### config.mk
export PLATFORM = sky130hd
export DESIGN_NAME = tx_clk_gen
export DESIGN_NICKNAME = d
export VERILOG_FILES = /design/src/logic/clk_cfg_pkg.sv /design/src/logic/clk_state_pkg.sv /design/src/logic/clock_divider.sv /design/src/logic/clock_divider_quad.sv /design/src/logic/tx_clk_ctrl.sv /design/src/logic/tx_clk_gen.sv
export SDC_FILE = /design/constraint.sdc
export NUM_CORES = 1
export LEC_CHECK = 0
export ABC_AREA = 1
export BUFFER_PORTS_ARGS = -buffer_cell sky130_fd_sc_hd__buf_2
export CAP_MARGIN = 25
export CORE_AREA = 2 2 73 75
export DETAILED_ROUTE_END_ITERATION = 10
export DIE_AREA = 0 0 75 77
export PLACE_DENSITY_LB_ADDON = 0.05
export SYNTH_ARGS = -nofsm -noshare
export SYNTH_HDL_FRONTEND = slang
export SYNTH_SLANG_ARGS = --single-unit
### constraint.sdc
create_clock -name clkin -period 2.8 [get_ports clkin]
set_clock_uncertainty 0.2 [all_clocks]
set_input_delay 0 -clock clkin [delete_from_list [all_inputs] [get_ports clkin]]
set_output_delay 0 -clock clkin [all_outputs]
set_load 0.1 [all_outputs]
### src/logic/clk_cfg_pkg.sv
// ##############################
// Link clock configuration types
// Divide codes, commands and the divider width
// ##############################
`default_nettype none

package clk_cfg_pkg;

  localparam int CNT_W = 8;                     // Counter width, covers divide by 128

  // Divide factor is 2**code
  typedef enum logic [3:0] {
    DIV1   = 4'd0,                              // Bypass
    DIV2   = 4'd1,
    DIV4   = 4'd2,                              // Lowest code with a quarter phase
    DIV8   = 4'd3,
    DIV16  = 4'd4,
    DIV32  = 4'd5,
    DIV64  = 4'd6,
    DIV128 = 4'd7                               // Largest legal code
  } div_code_t;

  typedef enum logic [1:0] {
    OP_NOP     = 2'd0,                          // No action
    OP_SET_DIV = 2'd1,                          // Load code and restart
    OP_ENABLE  = 2'd2,                          // Open output gates
    OP_DISABLE = 2'd3                           // Close output gates
  } clk_op_t;

  // One-hot period value for a divide code
  function automatic logic [CNT_W-1:0] period_of(input div_code_t code);
    logic [CNT_W-1:0] per;
    if (code <= DIV128) begin
      per = CNT_W'(1) << code;                  // 2**code
    end else begin
      per = '0;                                 // Never matches
    end
    return per;
  endfunction

endpackage

`default_nettype wire

### src/logic/clk_state_pkg.sv
// ##############################
// Controller state encoding
// ##############################
`default_nettype none

package clk_state_pkg;

  // Restart sequencer states
  typedef enum logic [1:0] {
    ST_IDLE    = 2'd0,                          // Out of reset, waiting for enable
    ST_RESTART = 2'd1,                          // Dividers held at count one
    ST_RUN     = 2'd2                           // Dividers free running
  } ctrl_state_t;

endpackage

`default_nettype wire

### src/logic/clock_divider.sv
// ##############################
// Main link clock divider
// Power-of-two divide with a bypass and a wrap pulse
// ##############################
`default_nettype none

module clock_divider
  import clk_cfg_pkg::*;
(
  input  logic      clkin,                      // Reference clock
  input  logic      reset,                      // Async reset
  input  logic      restart,                    // Hold counter at one
  input  logic      out_en,                     // Output gate
  input  div_code_t div_code,                   // Divide code
  output logic      clk_out,                    // Divided clock
  output logic      wrap                        // Full period match
);

  logic [CNT_W-1:0] period;                     // One-hot period
  logic [CNT_W-1:0] half;                       // Half period
  logic [CNT_W-1:0] counter;                    // Runs 1 to period
  logic             rise_match;                 // Counter at full period
  logic             fall_match;                 // Counter at half period
  logic             clk_reg;                    // Registered divided clock
  logic             bypass;                     // Divide by one

  // ##############################
  // Period decode
  // ##############################

  assign period     = period_of(div_code);
  assign half       = period >> 1;              // Zero for bypass, never matches
  assign rise_match = (counter == period);
  assign fall_match = (counter == half);
  assign bypass     = (div_code == DIV1);

  // ##############################
  // Counter and clock register
  // ##############################

  always_ff @(posedge clkin or posedge reset) begin
    if (reset) begin
      counter <= CNT_W'(1);
    end else if (restart || rise_match) begin
      counter <= CNT_W'(1);                     // Self reload or restart hold
    end else begin
      counter <= counter + CNT_W'(1);
    end
  end

  always_ff @(posedge clkin or posedge reset) begin
    if (reset) begin
      clk_reg <= 1'b0;
    end else if (restart) begin
      clk_reg <= 1'b0;                          // Start low after restart
    end else if (rise_match) begin
      clk_reg <= 1'b1;                          // Rise on wrap
    end else if (fall_match) begin
      clk_reg <= 1'b0;                          // Fall mid period
    end
  end

  // Bypass counter sits at one so wrap fires every cycle
  assign wrap = rise_match & ~restart;

  // Gated output, clkin passes straight through for code 0
  assign clk_out = out_en & ~restart & (bypass ? clkin : clk_reg);

endmodule

`default_nettype wire

### src/logic/clock_divider_quad.sv
// ##############################
// Quarter-phase link clock divider
// Same ratio as the main divider, lagging by a quarter period
// ##############################
`default_nettype none

module clock_divider_quad
  import clk_cfg_pkg::*;
(
  input  logic      clkin,                      // Reference clock
  input  logic      reset,                      // Async reset
  input  logic      restart,                    // Hold counter at one
  input  logic      out_en,                     // Output gate
  input  div_code_t div_code,                   // Divide code
  output logic      clk_out                     // Quarter-phase clock
);

  logic [CNT_W-1:0] period;                     // One-hot period
  logic [CNT_W-1:0] quarter;                    // Quarter period
  logic [CNT_W-1:0] three_q;                    // Three quarter period
  logic [CNT_W-1:0] counter;                    // Mirrors main counter
  logic             wrap_match;                 // Counter at full period
  logic             rise_match;                 // Counter at quarter
  logic             fall_match;                 // Counter at three quarters
  logic             armed;                      // Main clock has risen once
  logic             clk_reg;                    // Registered quad clock
  logic             quad_ok;                    // Code supports a quarter phase

  // ##############################
  // Match decode
  // ##############################

  assign period     = period_of(div_code);
  assign quarter    = period >> 2;
  assign three_q    = (period >> 1) | (period >> 2);
  assign wrap_match = (counter == period);
  assign rise_match = (counter == quarter);
  assign fall_match = (counter == three_q);
  assign quad_ok    = (div_code >= DIV4);

  // ##############################
  // Counter, arm flag, clock register
  // ##############################

  // Same reload as the main divider so both stay in step
  always_ff @(posedge clkin or posedge reset) begin
    if (reset) begin
      counter <= CNT_W'(1);
    end else if (restart || wrap_match) begin
      counter <= CNT_W'(1);
    end else begin
      counter <= counter + CNT_W'(1);
    end
  end

  // First quarter match after restart comes before any main rise
  always_ff @(posedge clkin or posedge reset) begin
    if (reset) begin
      armed <= 1'b0;
    end else if (restart) begin
      armed <= 1'b0;
    end else if (wrap_match) begin
      armed <= 1'b1;                            // Main rises on this edge
    end
  end

  always_ff @(posedge clkin or posedge reset) begin
    if (reset) begin
      clk_reg <= 1'b0;
    end else if (restart) begin
      clk_reg <= 1'b0;
    end else if (rise_match && armed) begin
      clk_reg <= 1'b1;                          // Quarter after main rise
    end else if (fall_match) begin
      clk_reg <= 1'b0;                          // Quarter after main fall
    end
  end

  // Held low for divide by 1 and 2
  assign clk_out = out_en & ~restart & quad_ok & clk_reg;

endmodule

`default_nettype wire

### src/logic/tx_clk_ctrl.sv
// ##############################
// Transmit clock controller
// Commands, code register, restart sequencing, gating and lock
// ##############################
`default_nettype none

module tx_clk_ctrl
  import clk_cfg_pkg::*;
  import clk_state_pkg::*;
#(
  parameter int RESTART_CYCLES = 2              // Restart hold length, 1 or more
) (
  input  logic      clkin,                      // Reference clock
  input  logic      reset,                      // Async reset
  input  logic      cmd_valid,                  // Command strobe
  input  clk_op_t   cmd_op,                     // Command opcode
  input  logic [3:0] cmd_code,                  // Raw divide code
  input  logic      main_wrap,                  // Main divider wrap pulse
  output div_code_t div_code,                   // Active divide code
  output logic      restart,                    // Divider restart hold
  output logic      out_en,                     // Output gate
  output logic      lock,                       // Dividers running in step
  output logic      cfg_err                     // Bad code pulse
);

  localparam int RC_W = (RESTART_CYCLES > 1) ? $clog2(RESTART_CYCLES) : 1;

  ctrl_state_t     state;                       // Current state
  ctrl_state_t     state_nxt;                   // Next state
  logic [RC_W-1:0] rst_cnt;                     // Restart cycles left minus one
  logic            set_div;                     // SET_DIV seen
  logic            set_ok;                      // SET_DIV with legal code
  logic            set_bad;                     // SET_DIV with code above 7
  logic            do_enable;                   // ENABLE seen
  logic            do_disable;                  // DISABLE seen
  logic            do_restart;                  // Start a new restart sequence

  // ##############################
  // Command decode
  // ##############################

  assign set_div    = cmd_valid && (cmd_op == OP_SET_DIV);
  assign set_ok     = set_div && !cmd_code[3];
  assign set_bad    = set_div && cmd_code[3];
  assign do_enable  = cmd_valid && (cmd_op == OP_ENABLE);
  assign do_disable = cmd_valid && (cmd_op == OP_DISABLE);

  // New code restarts once out of idle, first enable leaves idle
  assign do_restart = (set_ok && (state != ST_IDLE)) ||
                      (do_enable && (state == ST_IDLE));

  // ##############################
  // State machine
  // ##############################

  always_comb begin
    state_nxt = state;
    if (do_restart) begin
      state_nxt = ST_RESTART;                   // Also retriggers during restart
    end else begin
      case (state)
        ST_IDLE:    state_nxt = ST_IDLE;
        ST_RESTART: if (rst_cnt == '0) state_nxt = ST_RUN;
        ST_RUN:     state_nxt = ST_RUN;
        default:    state_nxt = ST_IDLE;
      endcase
    end
  end

  always_ff @(posedge clkin or posedge reset) begin
    if (reset) begin
      state   <= ST_IDLE;
      rst_cnt <= '0;
    end else begin
      state <= state_nxt;
      if (do_restart) begin
        rst_cnt <= RC_W'(RESTART_CYCLES - 1);   // Load hold length
      end else if (state == ST_RESTART && rst_cnt != '0) begin
        rst_cnt <= rst_cnt - RC_W'(1);
      end
    end
  end

  assign restart = (state == ST_RESTART);       // High RESTART_CYCLES cycles

  // ##############################
  // Code register, gate, lock, error
  // ##############################

  always_ff @(posedge clkin or posedge reset) begin
    if (reset) begin
      div_code <= DIV1;
      out_en   <= 1'b0;
      lock     <= 1'b0;
      cfg_err  <= 1'b0;
    end else begin
      cfg_err <= set_bad;                       // One-cycle pulse, nothing else moves
      if (set_ok) begin
        div_code <= div_code_t'(cmd_code);
      end
      if (do_enable) begin
        out_en <= 1'b1;
      end else if (do_disable) begin
        out_en <= 1'b0;
      end
      if (do_restart) begin
        lock <= 1'b0;                           // Drop with the restart
      end else if (state == ST_RUN && main_wrap) begin
        lock <= 1'b1;                           // Code 0 wraps every cycle
      end
    end
  end

endmodule

`default_nettype wire

### src/logic/tx_clk_gen.sv
// ##############################
// Transmit link clock generator
// Controller plus main and quarter-phase dividers
// ##############################
`default_nettype none

module tx_clk_gen
  import clk_cfg_pkg::*;
#(
  parameter int RESTART_CYCLES = 2              // Passed to the controller
) (
  input  logic       clkin,                     // Reference clock
  input  logic       reset,                     // Async reset
  input  logic       cmd_valid,                 // Command strobe
  input  clk_op_t    cmd_op,                    // Command opcode
  input  logic [3:0] cmd_code,                  // Raw divide code
  output logic       clk_main,                  // Divided link clock
  output logic       clk_quad,                  // Quarter-phase copy
  output logic       lock,                      // Dividers in step
  output logic       cfg_err                    // Bad code pulse
);

  div_code_t div_code;                          // Shared divide code
  logic      restart;                           // Shared restart hold
  logic      out_en;                            // Shared output gate
  logic      main_wrap;                         // Main period wrap

  tx_clk_ctrl #(
    .RESTART_CYCLES(RESTART_CYCLES)
  ) ctrl0 (
    .clkin    (clkin),
    .reset    (reset),
    .cmd_valid(cmd_valid),
    .cmd_op   (cmd_op),
    .cmd_code (cmd_code),
    .main_wrap(main_wrap),
    .div_code (div_code),
    .restart  (restart),
    .out_en   (out_en),
    .lock     (lock),
    .cfg_err  (cfg_err)
  );

  clock_divider div_main0 (
    .clkin   (clkin),
    .reset   (reset),
    .restart (restart),
    .out_en  (out_en),
    .div_code(div_code),
    .clk_out (clk_main),
    .wrap    (main_wrap)
  );

  clock_divider_quad div_quad0 (
    .clkin   (clkin),
    .reset   (reset),
    .restart (restart),
    .out_en  (out_en),
    .div_code(div_code),
    .clk_out (clk_quad)
  );

endmodule

`default_nettype wire

==> impl_metrics.tcl <==
set metrics [dict create \
    path_max_fanout 8 \
    cp.arrival_ps 2210 \
    routed.top_layer "met4" \
    crit_buf_inv 3 \
    grt_max_degree 30 \
    placed_area_um2 2290 \
    p_int_mw 1.21 \
    synth_seq_cells 29 \
    wl_mm 4.99 \
    regToRegSetupSlack_ps 800 \
    cts_tree "yes" \
    switching_share 0.460 \
    finalSetupTns_ps 0 \
    grt_usage 0.204 \
    p_switching_mw 1.03 \
    grt_pass1_wl_mm 8.89 \
    seqPwrFrac 0.311 \
    via_per_inst 4.79 \
    final_common_cell "nand2_1" \
    drtPass1Iterations 4 \
    die_height_um 77 \
    worstMarginPinSlew_ps 486 \
    total_leakage_power_nw 1.24 \
    gp_congestion 0.844 \
    postRouteAntennaNets 0 \
    syn-cell-area_um2 2150 \
    wl_per_cell_um 12.5 \
    die_area_um2 5780 \
    finalHoldViolCount 0 \
    p_per_area_nw_per_um2 866 \
    slew_headroom 0.678 \
    postSynthCellCount 292 \
    met1Wirelength_mm 2.28 \
    ctsHoldBuffers 17 \
    path_clk_slew_ps 70 \
    slew_viol_final 0 \
    rows 26 \
    fmax_mhz 416 \
    endpoint_kind "primary output" \
    wl_met3_um 162 \
    r2r_start "ctrl0.div_code[1]$_DFFE_PP0P_" \
    cp_slowest_cell "buf_2" \
    irDropWorstVdd_mv 0.515 \
    num_vias 1922 \
    die_w_um 75 \
    crit_end "clk_main" \
    final_cell_mix "78 x nand2_1, 37 x inv_1, 27 x dfrtp_1" \
    slowest_delay_ps 440 \
    reg2reg_depth 9 \
    synthToLayoutAreaGrowth_pct 20.5 \
    start_util 0.432 \
    ctsResizeCount 0 \
    drive_gt1_frac 0.230 \
    final_core_util 0.521 \
    status "complete, no violations" \
    core_um2 4980 \
    start_kind "flop" \
    startpoint "ctrl0.state[1]$_DFFE_PP0P_" \
    io_buffers 12 \
    place_ws_ps 810 \
    grt_pass1_vias 1954 \
    total_power_mw 2.24 \
    whs_ps 20.1 \
    fin_cells 401 \
    worst-path-stages 6 \
    synth_cell_types 29 \
    clock_latency_ps 390 \
    worst_slack_ps 394 \
    r2r_end "div_main0.counter[7]$_DFF_PP0_" \
    io_pins 13 \
    cts_setup_buffers 0 \
    route.met2.wl_mm 2.46 \
    pwr-share-comb 0.470 \
    cp.required_ps 2600 \
    crit_type "flop to primary output" \
    drc 0 \
    syn_avg_cell_area_um2 7.37 \
    syn_nets 306 \
    clkPwrFrac 0.219 \
    design_area_um2 2590 \
    period_minus_slack_ps 2410 \
    dp_cells 373 \
    hold_path.class "input pin to asynchronous set/reset pin" \
    dp_hpwl_mm 3.75 \
    grt_setup_unrepaired "false" \
    crit_path_cell_trace "inv_1 > ha_1 > inv_1 > nand2_1 > a21oi_1 > buf_2" \
    drtIter0Drc 78 \
    maxCapViolCount 0 \
    ys_warn_count 0 \
    overflow 0 \
    critical-path-top-delay-family "buffers and inverters" \
    setup_violations 0 \
    diodes 0 \
    post-route-period-util 0.859 \
    cp_common_cell "inv_1" \
    reg.largest.list "div_main0.counter (8), div_quad0.counter (8), ctrl0.div_code (4)" \
    antenna_found_initial 0 \
    yosysSeqAreaShare 0.339 \
    num-nets-final 344 \
]
synthesized netlist by cell type (all sizes together):
library cell | instances | area, µm²
a21oi | 6 | 33.8
buf | 2 | 12.5
dfrtp | 27 | 676
dfstp | 2 | 52.6
ha | 5 | 62.6
inv | 44 | 165
nand2 | 92 | 424
nand3 | 24 | 130
nand4 | 7 | 58.8
nor2 | 42 | 251
nor3 | 7 | 45.0
o21ai | 16 | 83.8
or2 | 1 | 6.26
xnor2 | 2 | 17.5
xor2 | 15 | 131
worst min-delay path by stage:
stage / startpoint / end / slack (ps) / cells past startpoint
floorplan: reset / ctrl0.cfg_err$_DFF_PP0_ / -120 / 1
detailed placement: reset / ctrl0.state[0]$_DFFE_PP0P_ / -100 / 3
finish: reset / ctrl0.out_en$_DFFE_PP0P_ / 20 / 4
global route: reset / ctrl0.state[0]$_DFFE_PP0P_ / 90 / 4
global placement: reset / div_main0.clk_reg$_DFFE_PP0P_ / -100 / 3
CTS: reset / ctrl0.state[0]$_DFFE_PP0P_ / 20 / 4
cell type report:
class / instances / area [µm²]
Timing Repair Buffer: 29 / 233
Multi-Input combinational cell: 217 / 1240
Clock inverter: 3 / 17.5
Tap cell: 70 / 87.6
Fill cell: 510 / 2390
Sequential cell: 29 / 728
Clock buffer: 9 / 115
Inverter: 44 / 165
power by group through the flow:
stage / sequential, mW / combinational [mW] / clock, mW
final: 0.699 / 1.05 / 0.491
after floorplan: 0.678 / 0.857 / 0.0328
after global placement: 0.704 / 1.05 / 0.0357
after global routing: 0.716 / 1.20 / 0.533
after CTS: 0.696 / 1.07 / 0.512
after detailed placement: 0.704 / 1.04 / 0.0357
cells by family after synthesis:
logic type | Yosys count | share of synthesized area
DFF | 29 | 0.339
and+or+nand+nor | 173 | 0.426
AOI/OAI and AO/OA | 22 | 0.0547
buffers and inverters | 46 | 0.0826
xor gates and xnor gates | 17 | 0.0692
adders and majority gates | 5 | 0.0291
worst min-delay path: cells and delay by family:
kind / cells / cell delay, ps
buffers and inverters: 4 / 1040
per-layer routing:
| metal | vias to the layer above | GRT usage |
|---|---|---|
| li1 | 987 | - |
| met1 | 895 | 0.254 |
| met2 | 32 | 0.330 |
| met3 | 8 | 0.0486 |
| met4 | 0 | 0.0893 |
| met5 | - | 0 |
Note: power is estimated with default switching activity, not from simulation.
